==> src/mipsPkg.sv <==
package mipsPkg;

    localparam int dataWidth = 32;
    localparam int regAddrWidth = 5;
    localparam int imemAddrWidth = 32;
    localparam int dmemWords = 256;
    localparam int dmemIdxWidth = $clog2(dmemWords);

    // primary opcodes of the supported subset
    localparam logic [5:0] opRtype = 6'h00;
    localparam logic [5:0] opBeq = 6'h04;
    localparam logic [5:0] opBne = 6'h05;
    localparam logic [5:0] opAddiu = 6'h09;
    localparam logic [5:0] opOri = 6'h0d;
    localparam logic [5:0] opLui = 6'h0f;
    localparam logic [5:0] opLw = 6'h23;
    localparam logic [5:0] opSw = 6'h2b;

    // function field values, only meaningful when the opcode is R-type
    localparam logic [5:0] fnAddu = 6'h21;
    localparam logic [5:0] fnSubu = 6'h23;
    localparam logic [5:0] fnAnd = 6'h24;
    localparam logic [5:0] fnOr = 6'h25;
    localparam logic [5:0] fnSlt = 6'h2a;

    typedef enum logic [1:0] {
        fwdOri = 2'd0,
        fwdM = 2'd1,
        fwdW = 2'd2
    } fwdSel;

    typedef enum logic [2:0] {
        aluAdd,
        aluSub,
        aluAnd,
        aluOr,
        aluSlt,
        aluLui
    } aluOp;

    // all zeros is a bubble that neither writes nor branches
    typedef struct packed {
        logic regWrite;
        logic memRead;
        logic memWrite;
        logic aluSrcImm;
        logic zeroExt;
        logic branch;
        logic branchNe;
        aluOp aluOp;
    } ctlT;

    typedef struct packed {
        ctlT ctl;
        logic [dataWidth-1:0] srcA;
        logic [dataWidth-1:0] srcB;
        logic [dataWidth-1:0] imm;
        logic [regAddrWidth-1:0] rs;
        logic [regAddrWidth-1:0] rt;
        logic [regAddrWidth-1:0] rd;
    } decodeToExecT;

    typedef struct packed {
        ctlT ctl;
        logic [dataWidth-1:0] aluOut;
        logic [dataWidth-1:0] writeData;
        logic [regAddrWidth-1:0] dest;
    } execToMemT;

    typedef struct packed {
        ctlT ctl;
        logic [dataWidth-1:0] aluOut;
        logic [dataWidth-1:0] readData;
        logic [regAddrWidth-1:0] dest;
    } memToWbT;

    // operand mux shared by the decode and execute forwarding paths
    function automatic logic [dataWidth-1:0] pickOperand(
        input fwdSel sel,
        input logic [dataWidth-1:0] ori,
        input logic [dataWidth-1:0] fromM,
        input logic [dataWidth-1:0] fromW
    );
        case (sel)
            fwdM: return fromM;
            fwdW: return fromW;
            default: return ori;
        endcase
    endfunction

endpackage

==> src/hazardUnit.sv <==
module hazardUnit (
    input  logic [mipsPkg::regAddrWidth-1:0] rsD,
    input  logic [mipsPkg::regAddrWidth-1:0] rtD,
    input  logic                             branchD,
    input  logic [mipsPkg::regAddrWidth-1:0] rsE,
    input  logic [mipsPkg::regAddrWidth-1:0] rtE,
    input  logic [mipsPkg::regAddrWidth-1:0] destE,
    input  logic                             regWriteE,
    input  logic                             memReadE,
    input  logic [mipsPkg::regAddrWidth-1:0] destM,
    input  logic                             regWriteM,
    input  logic                             memReadM,
    input  logic [mipsPkg::regAddrWidth-1:0] destW,
    input  logic                             regWriteW,
    output logic                             stallF,
    output logic                             stallD,
    output logic                             flushE,
    output mipsPkg::fwdSel                   forwardAD,
    output mipsPkg::fwdSel                   forwardBD,
    output mipsPkg::fwdSel                   forwardAE,
    output mipsPkg::fwdSel                   forwardBE
);
    import mipsPkg::*;

    logic loadUseStall;
    logic branchOnExec;
    logic branchOnLoad;
    logic branchStall;

    // the memory stage holds the younger result, so it is checked first
    function automatic fwdSel pickSource(
        input logic [regAddrWidth-1:0] src,
        input logic [regAddrWidth-1:0] dstM,
        input logic                    wrM,
        input logic [regAddrWidth-1:0] dstW,
        input logic                    wrW
    );
        if (src != '0 && src == dstM && wrM) begin
            return fwdM;
        end else if (src != '0 && src == dstW && wrW) begin
            return fwdW;
        end
        return fwdOri;
    endfunction

    assign forwardAE = pickSource(rsE, destM, regWriteM, destW, regWriteW);
    assign forwardBE = pickSource(rtE, destM, regWriteM, destW, regWriteW);
    assign forwardAD = pickSource(rsD, destM, regWriteM, destW, regWriteW);
    assign forwardBD = pickSource(rtD, destM, regWriteM, destW, regWriteW);

    // a load in execute has no data yet for the instruction behind it
    assign loadUseStall = memReadE && destE != '0 && (rsD == destE || rtD == destE);

    // the branch compares in decode, so it also waits on an ALU result still in execute
    assign branchOnExec = regWriteE && destE != '0 && (rsD == destE || rtD == destE);
    // load data only appears at the end of the memory stage
    assign branchOnLoad = memReadM && destM != '0 && (rsD == destM || rtD == destM);
    assign branchStall = branchD && (branchOnExec || branchOnLoad);

    assign stallF = loadUseStall || branchStall;
    assign stallD = stallF;
    assign flushE = stallF;

endmodule

==> config.mk <==
export PLATFORM = sky130hd
export DESIGN_NAME = hazardUnit
export DESIGN_NICKNAME = d
export VERILOG_FILES = /design/src/mipsPkg.sv /design/src/hazardUnit.sv
export SDC_FILE = /design/constraint.sdc
export NUM_CORES = 1
export LEC_CHECK = 0
export BUFFER_PORTS_ARGS = -buffer_cell sky130_fd_sc_hd__buf_2
export CAP_MARGIN = 40
export CORE_ASPECT_RATIO = 0.75
export CORE_MARGIN = 3
export CORE_UTILIZATION = 27
export DETAILED_ROUTE_END_ITERATION = 8
export GPL_TIMING_DRIVEN = 0
export SLEW_MARGIN = 20
export SYNTH_ARGS = -nofsm -noshare
export SYNTH_HDL_FRONTEND = slang
export SYNTH_SLANG_ARGS = --single-unit
==> constraint.sdc <==
create_clock -name vclk -period 1.85
set_clock_uncertainty 0.1 [all_clocks]
set_input_delay 0 -clock vclk [all_inputs]
set_output_delay 0 -clock vclk [all_outputs]
set_load 0.05 [all_outputs]
==> flow_summary_export.csv <==
group,metric,value,unit
status,status,"finished, final reports clean",
yosys,muxShareOfSynthArea,0,
layout,fin_cells,183,
worst_setup_path,worstPathArrival,1.56,ns
grt,antenna_found_initial,0,
timing,hold_viol,0,
run,maxCapViolCount,0,
die,rows,16,
clocking,cts-resized-gates,0,
worst_setup_path,end_kind,"primary output",
place,gp_congestion,0.7155,
yosys,synth_top_family_by_area,"XOR/XNOR gates",
grt,grtUsageTotal,0.1440,
drt,drc,0,
drt,viasPerCell,4.721,
worst_setup_path,worst_setup_path_start_kind,"input pin",
yosys,synthXorXnorAreaFrac,0.5645,
drt,drt_pass1_iterations,4,
yosys,synth_cell_types,18,
die,die_area,3559,sq um
yosys,syn_avg_cell_area,7.531,sq um
pwr,p_leak,0.4195,nW
die,die_h,52.42,um
yosys,synth_commonest_cells,"xnor2_1, xor2_1",
die,start_util,0.2892,
die,ios,52,
worst_setup_path,path_class,"input pin to primary output",
yosys,synthCells,103,
place,post-dp-hpwl,2276,um
timing,max-slew-margin-rel,0.7332,
drt,first_iter_violations,14,
die,core_area,2683,sq um
drt,drt-total-wl,2548,um
yosys,yosys.area.top_type,"xnor2_1",
timing,worst_slew_pin_slew,0.3969,ns
place,placed_area,1075,sq um
yosys,synth_simple_gate_area_share,0.3226,
grt,grt_first_pass_wirelength,3988,um
yosys,yosysMostFrequentCell,"xnor2_1",
timing,fin_crit,1.658,ns
layout,fin_area,1075,sq um
drt,vias,864,
timing,setup_viol,0,
clocking,holdBufCountCts,0,
yosys,synth_fa_ha_area_frac,0,
yosys,yosys_warnings,0,
worst_setup_path,critPathMaxFanout,5,
grt,first_global_vias,869,
layout,nClkBuffers,0,
timing,fin_crit_sh,0.8964,
pwr,vdd_ir_drop_max,0.00007410,V
clocking,post-cts-setup-buffer-count,0,
grt,met3_usage,0.006438,
timing,finalSetupTns,0,ns
layout,design.seq.count,0,
timing,grt_setup_unrepaired,"false",
place,io_buffers,44,
layout,area_growth,38.55,%
layout,final_nets,190,
grt,grt-ovfl-total,0,
yosys,synth_seq_area_share,0,
grt,grt.met1_usage,0.1780,
grt,grt_max_degree,7,
layout,nFillCells,295,
layout,num_antenna_cells,0,
yosys,synth.top_cell.area_share,0.3726,
grt,grtUsageMet2,0.2876,
yosys,synth_area_leaders,"xnor2_1, xor2_1, nor4_2, or4_1, nand4_1",
layout,multi_input_area,759.5,sq um
timing,clock.fmax,603.0,MHz
yosys,synth_compound_area_frac,0.04839,
timing,finalMaxSlewViolations,0,
die,die_w,67.90,um
drt,ant_nets,0,
drt,wl_per_cell,13.92,um
grt,top_usage_layer,"met2",
layout,seqCellArea,0,sq um
yosys,synth_area,775.7,sq um
pwr,power_density,242.9,nW/um^2
min_path,min_path_type,"input pin to primary output",
place,place_inst,183,
layout,drive_gt1_frac,0.3878,
worst_setup_path,cp.required,1.75,ns
yosys,syn_nets,144,
-- report_power, final --
part           switching, W  total [W]  internal, W
registers                 0          0            0
clock network             0          0            0
logic              0.000147   0.000261     0.000114
-- stage by stage --
step                hold WS, ns    util  power [W]  setup slack, ns
floorplan               0.07438       -  0.0001656          0.01628
CTS                      0.3432  0.4007  0.0002629           0.1744
detailed placement       0.3445  0.4007  0.0002623           0.1802
finish                   0.3411  0.4007  0.0002611           0.1917
global route             0.3687  0.4007  0.0002830          0.02922
global placement         0.3294  0.4007  0.0002545           0.2088
-- final cells by class --
| type | count | area share |
|---|---|---|
| well taps | 36 | 0.04191 |
| multi-input cells | 93 | 0.7066 |
| repair buffers | 44 | 0.2049 |
| plain buffers | 10 | 0.04657 |
-- cell usage in the layout (no fill, tap or decap) --
master,netlist,final
buf_4,3,3
nand4_1,6,6
nor2_1,6,6
or4_4,2,2
a31oi_1,1,1
a21oi_1,3,3
xor2_1,17,17
xnor2_1,33,33
or4_1,6,6
o32ai_2,0,1
nand2_1,4,4
buf_2,1,45
nor3_1,4,4
o211ai_1,1,1
nor4_4,0,3
nand3_1,3,3
nor2_4,2,2
clkbuf_1,6,6
nor4_2,4,1
-- critical path, cell delays in order --
cell and delay (ns):
clkbuf_1 0.27, xnor2_1 0.16, nand3_1 0.11, nor3_1 0.38, nor2_1 0.09, o32ai_2 0.14, buf_4 0.16, buf_2 0.25
-- final timing paths --
check                      from           end  depth (start not counted)
worst max-delay path   destM[4]        stallF                          8
worst min-delay path  regWriteM  forwardAD[0]                          4
-- layer usage --
metal | routed length [um] | up-vias
met4 | 0 | 0
met2 | 1403 | 15
li1 | - | 445
met5 | 0 | -
met1 | 1061 | 404
met3 | 82 | 0
-- kinds of logic after synthesis --
| family | after synthesis |
|---|---|
| AOI/OAI and AO/OA | 6 |
| xor gates and xnor gates | 50 |
| buffers and inverters | 10 |
| and+or+nand+nor | 37 |
No activity file was read; power rests on OpenSTA's default activity.
