**config.mk**
```make
export PLATFORM = sky130hd
export DESIGN_NAME = fetchStage
export DESIGN_NICKNAME = d
export VERILOG_FILES = /design/src/mipsPkg.sv /design/src/fetchStage.sv
export SDC_FILE = /design/constraint.sdc
export NUM_CORES = 1
export LEC_CHECK = 0
export ABC_AREA = 1
export BUFFER_PORTS_ARGS = -buffer_cell sky130_fd_sc_hd__buf_2
export CORE_MARGIN = 1
export CORE_UTILIZATION = 40
export CTS_CLUSTER_SIZE = 20
export DETAILED_ROUTE_END_ITERATION = 12
export PLACE_DENSITY = 0.68
export SYNTH_ARGS = -nofsm -noshare
export SYNTH_HDL_FRONTEND = slang
export SYNTH_SLANG_ARGS = --single-unit
```
**constraint.sdc**
```tcl
create_clock -name clk -period 3.25 [get_ports clk]
set_clock_uncertainty 0.2 [all_clocks]
set_input_delay 0.325 -clock clk [delete_from_list [all_inputs] [get_ports clk]]
set_output_delay 0.325 -clock clk [all_outputs]
set_load 0.05 [all_outputs]
```
**src/mipsPkg.sv**
```systemverilog
package mipsPkg;

    localparam int dataWidth = 32;
    localparam int regAddrWidth = 5;
    localparam int imemAddrWidth = 32;
    localparam int dmemWords = 256;
    localparam int dmemIdxWidth = $clog2(dmemWords);

    // primary opcodes of the supported subset
    localparam logic [5:0] opRtype = 6'h00;
    localparam logic [5:0] opBeq = 6'h04;
    localparam logic [5:0] opBne = 6'h05;
    localparam logic [5:0] opAddiu = 6'h09;
    localparam logic [5:0] opOri = 6'h0d;
    localparam logic [5:0] opLui = 6'h0f;
    localparam logic [5:0] opLw = 6'h23;
    localparam logic [5:0] opSw = 6'h2b;

    // function field values, only meaningful when the opcode is R-type
    localparam logic [5:0] fnAddu = 6'h21;
    localparam logic [5:0] fnSubu = 6'h23;
    localparam logic [5:0] fnAnd = 6'h24;
    localparam logic [5:0] fnOr = 6'h25;
    localparam logic [5:0] fnSlt = 6'h2a;

    typedef enum logic [1:0] {
        fwdOri = 2'd0,
        fwdM = 2'd1,
        fwdW = 2'd2
    } fwdSel;

    typedef enum logic [2:0] {
        aluAdd,
        aluSub,
        aluAnd,
        aluOr,
        aluSlt,
        aluLui
    } aluOp;

    // all zeros is a bubble that neither writes nor branches
    typedef struct packed {
        logic regWrite;
        logic memRead;
        logic memWrite;
        logic aluSrcImm;
        logic zeroExt;
        logic branch;
        logic branchNe;
        aluOp aluOp;
    } ctlT;

    typedef struct packed {
        ctlT ctl;
        logic [dataWidth-1:0] srcA;
        logic [dataWidth-1:0] srcB;
        logic [dataWidth-1:0] imm;
        logic [regAddrWidth-1:0] rs;
        logic [regAddrWidth-1:0] rt;
        logic [regAddrWidth-1:0] rd;
    } decodeToExecT;

    typedef struct packed {
        ctlT ctl;
        logic [dataWidth-1:0] aluOut;
        logic [dataWidth-1:0] writeData;
        logic [regAddrWidth-1:0] dest;
    } execToMemT;

    typedef struct packed {
        ctlT ctl;
        logic [dataWidth-1:0] aluOut;
        logic [dataWidth-1:0] readData;
        logic [regAddrWidth-1:0] dest;
    } memToWbT;

    // operand mux shared by the decode and execute forwarding paths
    function automatic logic [dataWidth-1:0] pickOperand(
        input fwdSel sel,
        input logic [dataWidth-1:0] ori,
        input logic [dataWidth-1:0] fromM,
        input logic [dataWidth-1:0] fromW
    );
        case (sel)
            fwdM: return fromM;
            fwdW: return fromW;
            default: return ori;
        endcase
    endfunction

endpackage

```
**src/fetchStage.sv**
```systemverilog
module fetchStage (
    input  logic                              clk,
    input  logic                              arstN,
    input  logic                              stall,
    input  logic                              branchTaken,
    input  logic [mipsPkg::dataWidth-1:0]     branchTarget,
    output logic [mipsPkg::imemAddrWidth-1:0] pc,
    output logic [mipsPkg::dataWidth-1:0]     pcPlus4
);
    import mipsPkg::*;

    logic [imemAddrWidth-1:0] pcNext;

    assign pcPlus4 = dataWidth'(pc) + dataWidth'(4);

    // a taken branch redirects after the delay slot, which is already being fetched
    assign pcNext = branchTaken ? imemAddrWidth'(branchTarget) : imemAddrWidth'(pcPlus4);

    always_ff @(posedge clk or negedge arstN) begin
        if (!arstN) begin
            pc <= '0;
        end else if (!stall) begin
            pc <= pcNext;
        end
    end

endmodule

```
==> metrics.md <==
| Metric | Value |
|---|---|
| Max cap viols | `0` |
| Clock Pin Slew Worst Setup and Hold Paths | `0.07 ns` |
| Grt ovf | `0` |
| Critical Path RT | `2.72 ns` |
| Final HPWL DP | `5260 microns` |
| CTS buffer count | `5` |
| Top cell type by total area after synthesis | `dfrtp_1` |
| Floorplan core area | `5990 sq um` |
| R2R cell count | `8` |
| Crit path depth | `7` |
| Final Hold Fails | `0` |
| GR Layer Usage met3 | `4.61%` |
| Critical Path Start | `pc[3]` |
| Top delay family on crit path | `simple AND/OR/NAND/NOR gates` |
| Global placement routability congestion | `0.856` |
| Unique cell type count in the Yosys netlist | `23` |
| Buf+Inv Stages, Crit Path | `1` |
| R2r setup slk | `between 1 and 1.5 ns` |
| Seq/Total Area, Yosys | `between 30% and 40%` |
| RSZ-0062 raised after global routing | `no` |
| Vias per cell | `4.86` |
| Biggest regs | `pc (32)` |
| Post-synth EDFFs | `0` |
| I/O pin cnt | `100` |
| WL final | `roughly 7000 microns` |
| R2r startpoint | `pc[3]` |
| Cell row count | `28` |
| Mapped Cells | `around 380` |
| Slowest CP cell | `dfrtp_1` |
| Lkg Pwr | `1.80 nW` |
| IO buf count | `99` |
| Number of global-route vias before repair | `2514` |
| Synth area leaders | `dfrtp_1 (32%), nand2_1 (22%), nand3_1 (9.7%)` |
| # resized after CTS | `0` |
| Final worst slack | `between 0.7 and 0.8 ns` |
| Syn Nets | `420` |
| Die Width | `about 81 microns` |
| GRT Overall Usage | `23.0%` |
| Drt first pass iters | `4` |
| Worst-Margin Slew | `~1.2 ns` |
| CTS Sinks | `32` |
| Avg Synthesized Cell Area | `6.58 sq um` |
| Critical path peak fanout | `4` |
| Pre-CTS setup slack | `0.825 ns` |
| DIE HEIGHT | `81.4 microns` |
| Synth warn | `0` |
| Outcome | `finished, final reports clean` |
| Critical Path Sink Type | `output port` |
| CP cell instances | `ha_1 > nand2_1 > nor2_2 > nand2_4 > nor2_4 > xor2_1 > buf_2` |
| Grt met1 use | `28.3%` |
| Clk buf depth | `2` |
| CTS tree | `done` |
| Final min period | `2.51 ns` |
| Peak supply drop | `between 0.4 and 0.5 mV` |
| Crit path DAT | `1.98 ns` |
| Via Count | `2684` |
| Post-layout net count | `514` |
| Setup TNS | `0 ns` |
| Share of cells above drive strength 1 | `between 20 and 30%` |
| Synth top area share | `a little under a third` |
| Slew headroom | `20.4%` |
| Synth async-reset ratio | `100%` |
| Die Area | `approximately 6600 sq um` |
| P per Cell Area | `525 nW/um^2` |
| Synthesized area | `about 2500 sq um` |
| Crit Path Class | `flip-flop to output port` |
| Final worst-path cycle share | `between 70% and 80%` |
| CP endpoint | `pcPlus4[12]` |
| Root Driver | `clkbuf_8` |
| Drt wl/cell | `~13 microns` |
| Htree depth | `2` |
| Final Slew Violations | `0` |
| Most frequent cell after synthesis | `nand2_1` |
| RR Endpoint | `pc[12]` |
| Clock latency on the worst-skew pair | `0.29 ns` |
| Setup-failing EPs final | `0` |
| First-pass GRT wire length | `11700 microns` |
| Busiest layer in global routing | `met2` |
| F_max | `399 MHz` |
| Largest Register | `pc` |
| Largest net degree at the start of global routing | `33` |
| Most frequent cells after synthesis | `nand2_1 (146), inv_1 (53), nand3_1 (49)` |
| 1st-iter DRT viols | `149` |
| CP max stage delay | `0.40 ns` |
| DRC violations left | `0` |
| Initial antenna violation count | `0` |
| GR Layer Usage met2 | `roughly two fifths` |
| Max reg flops | `32` |
| CP startpoint kind | `flip-flop` |
| FF+latch count, synth | `32` |
| Layout area overhead | `25.5%` |
| N_diodes | `0` |
| ANT nets after route | `0` |
| Most used DFF post-synth | `dfrtp_1` |
| Initial Util | `42.1%` |
| Worst Hold Class | `input port to flip-flop` |
-- where the power goes --
part           switching (mW)  total, mW  internal (mW)
combinational           0.608      0.781          0.173
clock                   0.154      0.343          0.189
sequential             0.0835      0.536          0.452
-- kinds of logic after synthesis --
| family | after synthesis | synth area share, % |
|---|---|---|
| AO/OA/AOI/OAI | 18 | 4.07 |
| XOR/XNOR | 15 | 7.30 |
| adder cells (fa/ha/maj) | 1 | 0.496 |
| buffers and inverters | 68 | 10.6 |
| flip-flops | 32 | 31.8 |
| multiplexers | 2 | 0.893 |
| AND/OR/NAND/NOR | 247 | 44.9 |
-- stage by stage --
step / hold slack, ns / cell area, sq um / utilization, % / power [mW] / instances
after floorplan: -0.171 / 2520 / - / 1.13 / 383
after global placement: 0.226 / 3060 / 51.0 / 1.32 / 544
after detailed placement: 0.234 / 3060 / 51.0 / 1.32 / 544
after CTS: 0.0597 / 3160 / 52.8 / 1.67 / 552
after global routing: 0.0653 / 3160 / 52.8 / 1.75 / 552
final: 0.0636 / 3160 / 52.8 / 1.66 / 552
-- worst min path at each step --
stage	from	endpoint	depth (start not counted)
6_report	branchTarget[1]	pc[1]	2
5_1_grt	branchTarget[0]	pc[0]	2
4_1_cts	branchTarget[0]	pc[0]	2
3_5_place_dp	arstN	pc[31]	1
3_3_place_gp	arstN	pc[31]	1
2_1_floorplan	arstN	pc[0]	0
-- cells in the final DEF, fill, tap and decap left out --
cell type / count
nand2_1: 146
buf_2: 99
inv_1: 53
nand3_1: 49
dfrtp_1: 32
nor2_1: 26
o21ai_0: 13
xor2_2: 7
xor2_1: 7
clkbuf_8: 7
nand2_2: 6
nor2_4: 6
nor2_2: 5
o211ai_1: 5
and2_1: 4
nor2_8: 3
nand2_4: 2
mux2_2: 2
xnor2_1: 1
clkinv_1: 1
ha_1: 1
dlygate4sd3_1: 1
buf_4: 1
-- metal layers --
metal,vias to the layer above,wire [microns]
li1,1348,-
met1,1241,3060
met2,86,3390
met3,9,452
met4,0,77
met5,-,0
-- repair_timing --
item / in CTS / in global routing
hold buffers: 1 / 0
hold endpoints to repair: 32 / 0
buffers inserted: 0 / 0
-- layout make-up --
type	count	area, sq um
flip-flops and latches	32	801
multi-input cells	283	1460
fillers	605	2830
well taps	75	93.8
clock buffers	7	96.3
inverters	54	203
repair buffers	101	513
-- worst reg2reg max path, stage by stage (launching register included) --
cell     delay, ns
dfrtp_1       0.40
ha_1          0.24
nand2_1       0.08
nor2_2        0.16
nand2_4       0.13
nor2_4        0.15
xor2_1        0.23
nand2_1       0.07
nand2_1       0.09
(Power assumes the default switching activity.)
