`config.mk`:
```
export PLATFORM = sky130hd
export DESIGN_NAME = decodeStage
export DESIGN_NICKNAME = d
export VERILOG_FILES = /design/src/mipsPkg.sv /design/src/decodeStage.sv
export SDC_FILE = /design/constraint.sdc
export NUM_CORES = 2
export LEC_CHECK = 0
export BUFFER_PORTS_ARGS = -buffer_cell sky130_fd_sc_hd__buf_2
export CORE_ASPECT_RATIO = 0.8
export CORE_MARGIN = 2
export CORE_UTILIZATION = 25
export DETAILED_ROUTE_END_ITERATION = 16
export PLACE_DENSITY = 0.46
export SLEW_MARGIN = 5
export SYNTH_ARGS = -nofsm -noshare
export SYNTH_HDL_FRONTEND = slang
export SYNTH_SLANG_ARGS = --single-unit
```
`constraint.sdc`:
```
create_clock -name clk -period 5.2 [get_ports clk]
set_input_delay 0.52 -clock clk [delete_from_list [all_inputs] [get_ports clk]]
set_output_delay 0.52 -clock clk [all_outputs]
set_load 0.005 [all_outputs]
```
`src/mipsPkg.sv`:
```
package mipsPkg;

    localparam int dataWidth = 32;
    localparam int regAddrWidth = 5;
    localparam int imemAddrWidth = 32;
    localparam int dmemWords = 256;
    localparam int dmemIdxWidth = $clog2(dmemWords);

    // primary opcodes of the supported subset
    localparam logic [5:0] opRtype = 6'h00;
    localparam logic [5:0] opBeq = 6'h04;
    localparam logic [5:0] opBne = 6'h05;
    localparam logic [5:0] opAddiu = 6'h09;
    localparam logic [5:0] opOri = 6'h0d;
    localparam logic [5:0] opLui = 6'h0f;
    localparam logic [5:0] opLw = 6'h23;
    localparam logic [5:0] opSw = 6'h2b;

    // function field values, only meaningful when the opcode is R-type
    localparam logic [5:0] fnAddu = 6'h21;
    localparam logic [5:0] fnSubu = 6'h23;
    localparam logic [5:0] fnAnd = 6'h24;
    localparam logic [5:0] fnOr = 6'h25;
    localparam logic [5:0] fnSlt = 6'h2a;

    typedef enum logic [1:0] {
        fwdOri = 2'd0,
        fwdM = 2'd1,
        fwdW = 2'd2
    } fwdSel;

    typedef enum logic [2:0] {
        aluAdd,
        aluSub,
        aluAnd,
        aluOr,
        aluSlt,
        aluLui
    } aluOp;

    // all zeros is a bubble that neither writes nor branches
    typedef struct packed {
        logic regWrite;
        logic memRead;
        logic memWrite;
        logic aluSrcImm;
        logic zeroExt;
        logic branch;
        logic branchNe;
        aluOp aluOp;
    } ctlT;

    typedef struct packed {
        ctlT ctl;
        logic [dataWidth-1:0] srcA;
        logic [dataWidth-1:0] srcB;
        logic [dataWidth-1:0] imm;
        logic [regAddrWidth-1:0] rs;
        logic [regAddrWidth-1:0] rt;
        logic [regAddrWidth-1:0] rd;
    } decodeToExecT;

    typedef struct packed {
        ctlT ctl;
        logic [dataWidth-1:0] aluOut;
        logic [dataWidth-1:0] writeData;
        logic [regAddrWidth-1:0] dest;
    } execToMemT;

    typedef struct packed {
        ctlT ctl;
        logic [dataWidth-1:0] aluOut;
        logic [dataWidth-1:0] readData;
        logic [regAddrWidth-1:0] dest;
    } memToWbT;

    // operand mux shared by the decode and execute forwarding paths
    function automatic logic [dataWidth-1:0] pickOperand(
        input fwdSel sel,
        input logic [dataWidth-1:0] ori,
        input logic [dataWidth-1:0] fromM,
        input logic [dataWidth-1:0] fromW
    );
        case (sel)
            fwdM: return fromM;
            fwdW: return fromW;
            default: return ori;
        endcase
    endfunction

endpackage

```
`src/decodeStage.sv`:
```
module decodeStage (
    input  logic                             clk,
    input  logic                             arstN,
    input  logic [mipsPkg::dataWidth-1:0]    instr,
    input  logic [mipsPkg::dataWidth-1:0]    pcPlus4,
    input  logic                             wbEn,
    input  logic [mipsPkg::regAddrWidth-1:0] wbReg,
    input  logic [mipsPkg::dataWidth-1:0]    wbData,
    input  logic [mipsPkg::dataWidth-1:0]    resultM,
    input  mipsPkg::fwdSel                   forwardAD,
    input  mipsPkg::fwdSel                   forwardBD,
    output mipsPkg::decodeToExecT            out,
    output logic                             branchTaken,
    output logic [mipsPkg::dataWidth-1:0]    branchTarget
);
    import mipsPkg::*;

    logic [5:0] opcode;
    logic [5:0] funct;
    logic [regAddrWidth-1:0] rs;
    logic [regAddrWidth-1:0] rt;
    logic [regAddrWidth-1:0] rd;
    logic [15:0] immField;
    ctlT ctl;
    logic [dataWidth-1:0] regs [2**regAddrWidth];
    logic [dataWidth-1:0] regA;
    logic [dataWidth-1:0] regB;
    logic [dataWidth-1:0] cmpA;
    logic [dataWidth-1:0] cmpB;
    logic [dataWidth-1:0] immSign;
    logic [dataWidth-1:0] immExt;

    assign opcode = instr[31:26];
    assign rs = instr[25:21];
    assign rt = instr[20:16];
    assign rd = instr[15:11];
    assign funct = instr[5:0];
    assign immField = instr[15:0];

    // anything outside the subset decodes as a nop
    always_comb begin
        ctl = '0;
        case (opcode)
            opRtype: begin
                ctl.regWrite = 1'b1;
                case (funct)
                    fnAddu: ctl.aluOp = aluAdd;
                    fnSubu: ctl.aluOp = aluSub;
                    fnAnd: ctl.aluOp = aluAnd;
                    fnOr: ctl.aluOp = aluOr;
                    fnSlt: ctl.aluOp = aluSlt;
                    default: ctl.regWrite = 1'b0;
                endcase
            end
            opAddiu: begin
                ctl.regWrite = 1'b1;
                ctl.aluSrcImm = 1'b1;
                ctl.aluOp = aluAdd;
            end
            opOri: begin
                ctl.regWrite = 1'b1;
                ctl.aluSrcImm = 1'b1;
                ctl.zeroExt = 1'b1;
                ctl.aluOp = aluOr;
            end
            opLui: begin
                ctl.regWrite = 1'b1;
                ctl.aluSrcImm = 1'b1;
                ctl.aluOp = aluLui;
            end
            opLw: begin
                ctl.regWrite = 1'b1;
                ctl.memRead = 1'b1;
                ctl.aluSrcImm = 1'b1;
                ctl.aluOp = aluAdd;
            end
            opSw: begin
                ctl.memWrite = 1'b1;
                ctl.aluSrcImm = 1'b1;
                ctl.aluOp = aluAdd;
            end
            opBeq: ctl.branch = 1'b1;
            opBne: begin
                ctl.branch = 1'b1;
                ctl.branchNe = 1'b1;
            end
            default: ctl = '0;
        endcase
    end

    // register 0 is never written because the top masks wbEn for it
    always_ff @(posedge clk or negedge arstN) begin
        if (!arstN) begin
            for (int i = 0; i < 2**regAddrWidth; i++) begin
                regs[i] <= '0;
            end
        end else if (wbEn) begin
            regs[wbReg] <= wbData;
        end
    end

    // a write in this same cycle is seen by the read
    assign regA = (rs == '0) ? '0 : ((wbEn && wbReg == rs) ? wbData : regs[rs]);
    assign regB = (rt == '0) ? '0 : ((wbEn && wbReg == rt) ? wbData : regs[rt]);

    assign cmpA = pickOperand(forwardAD, regA, resultM, wbData);
    assign cmpB = pickOperand(forwardBD, regB, resultM, wbData);

    assign immSign = {{(dataWidth-16){immField[15]}}, immField};
    assign immExt = ctl.zeroExt ? {{(dataWidth-16){1'b0}}, immField} : immSign;

    assign branchTaken = ctl.branch && ((cmpA == cmpB) ^ ctl.branchNe);
    assign branchTarget = pcPlus4 + {immSign[dataWidth-3:0], 2'b00};

    assign out.ctl = ctl;
    assign out.srcA = regA;
    assign out.srcB = regB;
    assign out.imm = immExt;
    assign out.rs = rs;
    assign out.rt = rt;
    assign out.rd = rd;

endmodule

```
==> metrics.txt <==
Clock Latency Late Sink between 0.7 and 0.8 ns; FF+latch count, synth between 1000 and 1500; VDD IR max just under 300 uV; Slew HR between 10% and 20%; Largest Register regs; leading area contributor after synthesis dfrtp_1; EDFF count, synth 0; startpoint of the worst hold path wbData[5]; Min-Delay Path Depth 2; design area ~0.070 mm2; CTS tree done; status completed; Largest delay share family, worst path multiplexers; Crit path top cell by count mux4_2; reg2reg start regs[728]; Hold Path Class input pin to register; setup TNS 0 ns; Crit Reg-Reg Endpoint regs[728]; Yosys warning count 0; total power draw approximately 26 mW; dpl ws -0.291 ns; peak fanout along the critical path 3; Setup Skew 0 ns; r2r worst-path depth 1; hold worst-path end regs[293]; Post-DRT Antenna Nets 0; vias in the first global route about 43000; WL/cell roughly 34 um; max reg flops around 1000; DP Wirelength about 170000 um; synthesized instance count approximately 4300; Worst R2R Setup Slack between 4 and 5 ns; commonest non-fill, non-tap cell in the layout mux2_2; fin crit period a little over 5 ns; Area growth syn-to-layout 18.5%; Final Hold Fails 0; asr flop ratio synth 100%; num ports between 200 and 300; synth unique cells 76; initial antenna violation count 17; Site Rows about 160; largest registers regs x1024; worst setup path start regs[143]; Synth top area share ~44%; first-pass GRT wire length approximately 360000 um; Max Freq about 190 MHz; Pre-Repair DR Iteration Count 8; maxcap violations 0; gr usage total 21.4%; Slew Limit Fails 0; share of post-route cells with drive strength above 1 52.2%; Nets between 4000 and 5000; DRT iter0 DRCs a little over 5000; clock sinks just over 1000; Die W 546 um; CP bufs+invs 3; clock slew at reported path FFs about 0.060 ns; CP Cell Sequence mux4_2 > mux4_2 > inv_1 > a21oi_1 > a222oi_1 > and3_1 > o2111a_1 > nand4_1 > nor4_4 > buf_6 > mux2_1 > buf_2; kind of critical path register to output port; number of remaining DRC errors 0; Power Density approximately 370 mW/mm2; Worst path slowest cell mux4_2; sequential fraction of the synthesis area roughly 44%; vias 43300; Die Y-Extent ~440 um; pin count of the biggest net entering global routing roughly 170; # port buffers approximately 290; Leakage between 20 and 30 nW; Mapped Area around 0.06 mm2; Crit path largest cell delay about 0.57 ns; Critical Path Source Type register; via/cell ratio 5.55; gr ovfl total 0; RePlAce Congestion 0.935; CP Capture Type output port; worst-margin pin slew between 1 and 1.5 ns; Synth area leaders dfrtp_1 (44%), mux2_2 (20%), mux4_2 (19%); Initial Utilization between 20% and 30%; Hold Slack around 0.09 ns; H-tree levels 3; non-filler cells, final 7798; cts bufs inserted between 100 and 150; Die ar. about 0.24 mm2; top_reg_cell synth dfrtp_1; Final Cycle Share just under 100%; Setup WS post-layout between 0.06 and 0.07 ns; RSZ-0062 raised after global routing true; dpl cell area ~0.065 mm2; Critical Path RT between 4 and 5 ns; Post-Route WL ~260000 um; Critical Path AT between 4 and 5 ns; most frequent cells in the layout mux2_2 (1047), dfrtp_1 (1024), mux4_2 (485); CTS Buffer Depth 3; final core occ between 20% and 30%; setup violators final 0; Root Driver clkbuf_16; Syn Nets approximately 4500; DP Cell Count about 7600; syn avg cell area 13.7 um2; Core ar. 0.234 mm2
==> power by group <==
group / switching (mW) / total [mW] / internal [mW]
sequential: 1.20 / 10.7 / 9.53
combinational: 2.99 / 6.41 / 3.42
clock: 3.68 / 8.80 / 5.12
==> layout make-up <==
| cell class | instances | area [um2] |
|---|---|---|
| Timing Repair Buffer | 639 | 4860 |
| Tap cell | 3139 | 3930 |
| Clock buffer | 165 | 3310 |
| Fill cell | 23700 | 165000 |
| Antenna cell | 8 | 20.0 |
| Sequential cell | 1024 | 25600 |
| Inverter | 30 | 113 |
| Multi-Input combinational cell | 2744 | 31100 |
| Clock inverter | 49 | 696 |
==> cell usage after synthesis (all sizes together), types with 20 or more instances <==
| library cell | instances |
|---|---|
| a222oi | 28 |
| mux2 | 1048 |
| nor2b | 30 |
| inv | 28 |
| buf | 262 |
| nor3 | 41 |
| mux2i | 96 |
| nand3 | 20 |
| a21oi | 74 |
| mux4 | 485 |
| nand2 | 124 |
| nor2 | 173 |
| ha | 33 |
| xnor2 | 46 |
| dfrtp | 1024 |
| a22oi | 95 |
| o21ai | 60 |
| a211oi | 38 |
| clkbuf | 230 |
| o22ai | 65 |
==> per-layer routing <==
metal	track usage [%]	routed length (um)
met5	0	19
met4	8.95	12600
met3	4.41	21000
met2	32.5	116000
met1	29.6	112000
==> worst max-delay path by stage <==
| stage | endpoint | cells after the start |
|---|---|---|
| after detailed placement | branchTaken | 14 |
| after floorplan | branchTaken | 12 |
| after global placement | branchTaken | 14 |
| final | branchTaken | 12 |
| after CTS | branchTaken | 15 |
| after global routing | branchTaken | 12 |
==> kinds of logic after synthesis <==
kind of cell,count (synthesis),share of synthesized area [%]
DFF,1024,43.6
xor gates and xnor gates,61,0.909
AOI/OAI and AO/OA,497,6.01
and+or+nand+nor,523,4.34
adders and majority gates,34,0.737
muxes,1629,40.3
buffers and inverters,522,4.08
==> timing repair <==
item / CTS / global route
hold buffers: 1 / 0
gates cloned: 0 / 0
hold endpoints to repair: 63 / 0
pin swaps: 2 / 0
setup buffers: 1 / 0
endpoints found under the setup margin: 1 / 1
gates resized for setup: 12 / 14
Note: power is estimated with default switching activity, not from simulation.
