==> src/mipsPkg.sv <==
package mipsPkg;

    localparam int dataWidth = 32;
    localparam int regAddrWidth = 5;
    localparam int imemAddrWidth = 32;
    localparam int dmemWords = 256;
    localparam int dmemIdxWidth = $clog2(dmemWords);

    // primary opcodes of the supported subset
    localparam logic [5:0] opRtype = 6'h00;
    localparam logic [5:0] opBeq = 6'h04;
    localparam logic [5:0] opBne = 6'h05;
    localparam logic [5:0] opAddiu = 6'h09;
    localparam logic [5:0] opOri = 6'h0d;
    localparam logic [5:0] opLui = 6'h0f;
    localparam logic [5:0] opLw = 6'h23;
    localparam logic [5:0] opSw = 6'h2b;

    // function field values, only meaningful when the opcode is R-type
    localparam logic [5:0] fnAddu = 6'h21;
    localparam logic [5:0] fnSubu = 6'h23;
    localparam logic [5:0] fnAnd = 6'h24;
    localparam logic [5:0] fnOr = 6'h25;
    localparam logic [5:0] fnSlt = 6'h2a;

    typedef enum logic [1:0] {
        fwdOri = 2'd0,
        fwdM = 2'd1,
        fwdW = 2'd2
    } fwdSel;

    typedef enum logic [2:0] {
        aluAdd,
        aluSub,
        aluAnd,
        aluOr,
        aluSlt,
        aluLui
    } aluOp;

    // all zeros is a bubble that neither writes nor branches
    typedef struct packed {
        logic regWrite;
        logic memRead;
        logic memWrite;
        logic aluSrcImm;
        logic zeroExt;
        logic branch;
        logic branchNe;
        aluOp aluOp;
    } ctlT;

    typedef struct packed {
        ctlT ctl;
        logic [dataWidth-1:0] srcA;
        logic [dataWidth-1:0] srcB;
        logic [dataWidth-1:0] imm;
        logic [regAddrWidth-1:0] rs;
        logic [regAddrWidth-1:0] rt;
        logic [regAddrWidth-1:0] rd;
    } decodeToExecT;

    typedef struct packed {
        ctlT ctl;
        logic [dataWidth-1:0] aluOut;
        logic [dataWidth-1:0] writeData;
        logic [regAddrWidth-1:0] dest;
    } execToMemT;

    typedef struct packed {
        ctlT ctl;
        logic [dataWidth-1:0] aluOut;
        logic [dataWidth-1:0] readData;
        logic [regAddrWidth-1:0] dest;
    } memToWbT;

    // operand mux shared by the decode and execute forwarding paths
    function automatic logic [dataWidth-1:0] pickOperand(
        input fwdSel sel,
        input logic [dataWidth-1:0] ori,
        input logic [dataWidth-1:0] fromM,
        input logic [dataWidth-1:0] fromW
    );
        case (sel)
            fwdM: return fromM;
            fwdW: return fromW;
            default: return ori;
        endcase
    endfunction

endpackage

==> src/executeStage.sv <==
module executeStage (
    input  mipsPkg::decodeToExecT         in,
    input  logic [mipsPkg::dataWidth-1:0] resultM,
    input  logic [mipsPkg::dataWidth-1:0] wbData,
    input  mipsPkg::fwdSel                forwardAE,
    input  mipsPkg::fwdSel                forwardBE,
    output mipsPkg::execToMemT            out
);
    import mipsPkg::*;

    logic [dataWidth-1:0] opA;
    logic [dataWidth-1:0] fwdB;
    logic [dataWidth-1:0] opB;
    logic [dataWidth-1:0] aluResult;

    assign opA = pickOperand(forwardAE, in.srcA, resultM, wbData);
    assign fwdB = pickOperand(forwardBE, in.srcB, resultM, wbData);
    assign opB = in.ctl.aluSrcImm ? in.imm : fwdB;

    always_comb begin
        case (in.ctl.aluOp)
            aluAdd: aluResult = opA + opB;
            aluSub: aluResult = opA - opB;
            aluAnd: aluResult = opA & opB;
            aluOr: aluResult = opA | opB;
            // signed compare, unlike sltu
            aluSlt: aluResult = {{(dataWidth-1){1'b0}}, $signed(opA) < $signed(opB)};
            aluLui: aluResult = {opB[15:0], 16'b0};
            default: aluResult = '0;
        endcase
    end

    assign out.ctl = in.ctl;
    assign out.aluOut = aluResult;
    // stores take rt after forwarding, not the immediate
    assign out.writeData = fwdB;
    // every I-type in the subset has aluSrcImm set, and they write rt
    assign out.dest = in.ctl.aluSrcImm ? in.rt : in.rd;

endmodule

==> config.mk <==
export PLATFORM = sky130hd
export DESIGN_NAME = executeStage
export DESIGN_NICKNAME = d
export VERILOG_FILES = /design/src/mipsPkg.sv /design/src/executeStage.sv
export SDC_FILE = /design/constraint.sdc
export NUM_CORES = 1
export LEC_CHECK = 0
export BUFFER_PORTS_ARGS = -buffer_cell sky130_fd_sc_hd__buf_2
export CORE_MARGIN = 2
export CORE_UTILIZATION = 52
export DETAILED_ROUTE_END_ITERATION = 8
export PLACE_DENSITY_LB_ADDON = 0.08
export SYNTH_ARGS = -nofsm -noshare
export SYNTH_HDL_FRONTEND = slang
export SYNTH_SLANG_ARGS = --single-unit
==> constraint.sdc <==
create_clock -name vclk -period 7
set_clock_uncertainty 0.1 [all_clocks]
set_input_delay 1.05 -clock vclk [all_inputs]
set_output_delay 1.05 -clock vclk [all_outputs]
set_load 0.02 [all_outputs]
==> flow_metrics.py, run 1 <==
metrics = {
    "floorplanning": {
        "num_rows": 41,
        "initial_core_util": 0.5322,
        "die-area_sq_um": 13840,
        "num_io_pins": 268,
        "core-area_sq_um": 12620,
        "die_h_um": 117.7,
        "die_w_um": 117.7,
    },
    "critical_path": {
        "crit_path_end_kind": "output pin",
        "arrival_ps": 5600,
        "worstSetupStartpointType": "input pin",
        "worst_path_dominant_cell_family": "compound AO/OA/AOI/OAI gates",
        "crit_type": "input pin to output pin",
        "crit_path_max_fanout": 20,
        "startpoint": "forwardBE[0]",
        "crit_path_cell_trace": "buf_2 > inv_1 > ha_2 > nor2_1 > a21oi_1 > nor2_1 > a21oi_1 > inv_1 > ha_1 > a21o_2 > or3_1 > o221a_2 > a32o_1 > a21boi_2 > o31ai_1 > buf_4 > nor2_1 > buf_4 > xnor2_1 > a221oi_2 > a32oi_1 > buf_2",
        "critPathMostFrequentCell": "nor2_1",
        "crit_slowest_cell": "ha_2",
        "required_ps": 5850,
        "cp_num_buf_inv": 6,
        "slowest_delay_ps": 540,
    },
    "sta": {
        "max_freq_mhz": 148.3,
        "tightest_slew_ps": 896.0,
        "slew_headroom": 0.3964,
        "final_hold_viol_count": 0,
        "rsz0062_at_grt": "no",
        "drv_slew": 0,
        "worst_hold_slack_ps": 2000,
        "timing.final.crit_share": 0.9636,
        "setup_tns_ps": 0,
        "setup_violations": 0,
        "min_period_ps": 6745,
    },
    "power": {
        "p_leak_uw": 0.004354,
        "p_total_uw": 1108,
        "vdd_drop_max_mv": 0.06603,
        "power.density_nw_per_um2": 131.6,
    },
    "synthesis": {
        "ys_warn_count": 0,
        "synth_cell_types": 69,
        "syn-instance-count": 1098,
        "ys_seq_area_frac": 0,
        "synth.avg_cell_area_sq_um": 6.117,
        "synth_area_sq_um": 6716,
        "synth_fp_nets": 1399,
    },
    "final_layout": {
        "n_sequential_cell": 0,
        "final_nets": 1643,
        "drive_gt1_frac": 0.2687,
        "area_delta_synth_final_pct": 25.30,
        "seq_area_sq_um": 0,
        "final_core_util": 0.6669,
        "clkbuf_count": 0,
    },
    "drt": {
        "vias": 8853,
        "wl_per_cell_um": 18.34,
        "wl_met3_mm": 2.739,
        "wl_met2_mm": 12.43,
        "first_pass_iters": 6,
        "detail-route-antenna-nets": 0,
        "drt_iter0_drc": 929,
        "avgViaCountPerCell": 5.844,
        "drt-met1-wl_mm": 11.59,
        "wl_mm": 27.79,
        "drc_errors": 0,
        "top_layer_used": "met4",
    },
    "place": {
        "gp_congestion": 1.014,
        "portBuffers": 251,
        "place_hpwl_mm": 23.00,
    },
    "global_route": {
        "antenna_found_initial": 3,
        "grt_pass1_vias": 8049,
        "grt_max_degree": 68,
        "track_usage": 0.3739,
        "grt-ovfl-total": 0,
        "grt_pass1_wl_mm": 42.30,
    },
    "flow_run": {
        "max-cap-violations": 0,
    },
    "min_path": {
        "hp-class": "input pin to output pin",
        "worstHoldStart": "in[118]",
    },
    "status": {
        "outcome": "finished clean",
    },
    "cts": {
        "post-cts-setup-buffer-count": 0,
        "cts_hold_buf": 0,
    },
}
## final timing paths
kind	to	slack [ps]	cells after the start
max	out[62]	250	22
min	out[76]	2000	0
## report_power, final
group / internal, uW / switching, uW / leakage, uW
Sequential: 0 / 0 / 0
Combinational: 431 / 677 / 0.00435
Clock: 0.0000574 / 0 / 0.0000000190
## kinds of logic after synthesis
family	count (synthesis)	share of synthesized area
buffers and inverters	228	0.1369
AOI/OAI and AO/OA	412	0.3955
xor gates and xnor gates	30	0.03912
muxes	16	0.02664
adders and majority gates	112	0.2109
and+or+nand+nor	300	0.1909
## area by class of cell
class / instances / area [sq um]
diodes: 3 / 7.507
repair buffers: 330 / 1862
well taps: 172 / 215.2
multi-input cells: 870 / 5806
fillers: 1258 / 4204
inverters: 140 / 525.5
## per-layer routing
metal,track usage,vias to the layer above
met1,0.4946,4016
met3,0.06347,60
met4,0.1160,0
li1,-,4301
met2,0.6185,476
met5,0,-
## per-stage QoR
stage               area, sq um  cells  setup slack (ps)
floorplan                  6716   1098             825.2
detailed placement         8404   1512             377.1
global placement           8404   1512             431.4
CTS                        8404   1512             359.6
finish                     8416   1515             254.9
global route               8416   1515             70.26
## Yosys cell counts (all sizes together), types with 3 or more instances
| library cell | instances | area [sq um] |
|---|---|---|
| clkbuf | 56 | 211.5 |
| and2 | 4 | 26.28 |
| o21bai | 8 | 60.06 |
| mux2 | 5 | 56.30 |
| or3 | 4 | 25.02 |
| or2 | 6 | 37.54 |
| a21o | 4 | 31.28 |
| o22ai | 4 | 25.02 |
| o41ai | 4 | 50.05 |
| o211ai | 11 | 82.58 |
| mux2i | 10 | 100.1 |
| nand2b | 6 | 37.54 |
| nand4 | 5 | 31.28 |
| nor3 | 15 | 75.07 |
| nor4 | 8 | 50.05 |
| nor2b | 9 | 56.30 |
| a221o | 3 | 30.03 |
| a31oi | 4 | 25.02 |
| nor2 | 126 | 473.0 |
| buf | 32 | 182.7 |
| a211oi | 28 | 215.2 |
| xor2 | 3 | 26.28 |
| o221ai | 3 | 26.28 |
| o31ai | 19 | 156.4 |
| nand3 | 12 | 60.06 |
| nand2 | 101 | 379.1 |
| a21oi | 117 | 589.3 |
| a22oi | 65 | 488.0 |
| o21a | 9 | 67.56 |
| xnor2 | 27 | 236.5 |
| a21boi | 3 | 26.27 |
| o21ai | 106 | 530.5 |
| ha | 110 | 1376 |
| a2111oi | 3 | 45.05 |
| inv | 140 | 525.5 |
## layout by cell type, fill, tap and decap left out, types with 4 or more instances in the layout
master	count
xnor2_1	27
o21bai_1	8
buf_2	251
o211ai_1	11
or3_1	4
ha_1	108
o21ai_0	105
buf_4	78
nor2_1	126
a21oi_1	115
nand2_1	101
nand2b_1	6
inv_1	140
nand3_1	12
o21a_1	9
mux2_2	5
mux2i_1	10
a22oi_1	65
nor2b_1	9
nor4_1	8
a31oi_1	4
o31ai_1	18
nand4_1	5
o22ai_1	4
a211oi_1	27
or2_2	6
nor3_1	15
## repair_timing
action | CTS | global route
endpoints found under the setup margin | 0 | 2
resized for setup | 0 | 2
hold endpoints to repair | 0 | 0
Note: power is estimated with default switching activity, not from simulation.
==> run 2: changes to the inputs <==
Settings changed: CORE_MARGIN 2 to unset.
==> run 2 against run 1 <==
Global-route usage grew 1.9 points. Combinational power hardly changed. Wire length shrank 0.41%. Non-clock buffer count increased by 8. Sequential share of layout area is the same. Via count up 0.45%. Critical path depth is the same. Worst hold slack unchanged. Sequential cell count is the same. First-iteration DRC count is 19% higher. Largest cell class unchanged. Largest power group unchanged.
==> flow_metrics.py, run 2 (synthesis results as in run 1) <==
metrics = {
    "drt": {
        "vias": 8893,
        "wl_per_cell_um": 18.14,
        "first_pass_iters": 6,
        "wl_mm": 27.68,
        "drc_errors": 0,
        "avgViaCountPerCell": 5.828,
        "detail-route-antenna-nets": 0,
        "drt_iter0_drc": 1103,
    },
    "sta": {
        "rsz0062_at_grt": "no",
        "tightest_slew_ps": 799.4,
        "setup_tns_ps": 0,
        "worst_hold_slack_ps": 2000,
        "final_hold_viol_count": 0,
        "setup_violations": 0,
        "min_period_ps": 6716,
        "timing.final.crit_share": 0.9594,
        "slew_headroom": 0.4671,
        "drv_slew": 0,
        "max_freq_mhz": 148.9,
    },
    "critical_path": {
        "arrival_ps": 5570,
        "startpoint": "forwardBE[1]",
        "crit_type": "input pin to output pin",
        "crit_path_max_fanout": 11,
        "required_ps": 5850,
        "worstSetupStartpointType": "input pin",
        "crit_path_end_kind": "output pin",
    },
    "global_route": {
        "antenna_found_initial": 5,
        "track_usage": 0.3932,
        "grt_max_degree": 69,
        "grt_pass1_vias": 7598,
        "grt_pass1_wl_mm": 40.88,
        "grt-ovfl-total": 0,
    },
    "final_layout": {
        "drive_gt1_frac": 0.2730,
        "stdcell_count": 1526,
        "finalInstanceArea_sq_um": 8493,
        "clkbuf_count": 0,
        "n_sequential_cell": 0,
        "final_nets": 1651,
        "area_delta_synth_final_pct": 26.45,
        "most-common-layout-cells": "buf_2, inv_1, nor2_1, a21oi_1, ha_1",
        "final_core_util": 0.6730,
        "seq_area_sq_um": 0,
        "final_common_cell": "buf_2",
    },
    "min_path": {
        "worstHoldStart": "in[118]",
        "hp-class": "input pin to output pin",
    },
    "place": {
        "dpl.cell_count": 1520,
        "portBuffers": 251,
        "dpl_cell_area_sq_um": 8464,
        "gp_congestion": 1.015,
        "place_hpwl_mm": 23.13,
    },
    "floorplanning": {
        "num_io_pins": 268,
        "die_w_um": 115.7,
        "core-area_sq_um": 12620,
        "initial_core_util": 0.5322,
        "num_rows": 41,
        "die_h_um": 115.7,
        "die-area_sq_um": 13370,
    },
    "power": {
        "p_leak_uw": 0.004396,
        "vdd_drop_max_mv": 0.07635,
        "power.density_nw_per_um2": 132.3,
    },
    "cts": {
        "cts_hold_buf": 0,
    },
    "status": {
        "outcome": "finished clean",
    },
    "flow_run": {
        "max-cap-violations": 0,
    },
}
run 2: changes by cell type in the layout (fill, tap and decap cells not counted):
cell	before	now
o21ai_0	105	106
ha_2	2	1
ha_4	0	1
buf_4	78	86
o21ai_1	1	0
diode_2	3	6
run 2: area by class of cell:
class | instances | area (sq um)
multi-input combinational | 870 | 5816
timing repair buffer | 338 | 1922
tap | 172 | 215.2
fill | 1223 | 4126
inverter | 140 | 525.5
antenna | 6 | 15.01
run 2: path summary, 6_finish.rpt:
kind              slack [ps]  endpoint  depth (start not counted)
setup / recovery         280   out[62]                         22
hold / removal          2000   out[76]                          0
run 2: power by group:
part	leakage [uW]	total (uW)	internal [uW]	switching, uW
sequential	0	0	0	0
combinational	0.00440	1120	443	681
clock	0.0000000380	0.000115	0.000115	0
total	0.00440	1120	443	681
run 2: worst max-delay path: stages:
cell and delay (ps):
buf_2 110, inv_1 40, ha_1 290, buf_4 210, a22oi_1 170, nor2_1 60
a21oi_1 190, o21ai_0 220, buf_4 240, ha_1 460, a2111oi_0 470, o21ai_0 160
a32o_1 290, a21boi_2 260, o31ai_1 130, buf_4 150, nor2_1 150, buf_4 140
xnor2_1 120, a221oi_2 80, a32oi_1 340, buf_2 230
run 2: per-stage QoR:
| step | setup WS (ps) | power, uW |
|---|---|---|
| after floorplan | 825.2 | 725.3 |
| final | 283.9 | 1124 |
| after detailed placement | 366.5 | 1094 |
| after global placement | 431.8 | 1088 |
| after CTS | 357.8 | 1099 |
| after global routing | 32.27 | 1216 |
run 2: what timing repair did:
| action | CTS | global route |
|---|---|---|
| setup buffers | 0 | 0 |
| gates resized for setup | 0 | 2 |
| hold endpoints to repair | 0 | 0 |
| setup endpoints to repair | 0 | 5 |
run 2: per-layer routing:
layer  track usage  share of wire  vias to the layer above
met1        0.5369           0.43                     4066
met3       0.07218          0.091                       54
met4        0.1350          0.036                        0
met5             0              0                        -
met2        0.6192           0.45                      450
li1              -              -                     4323
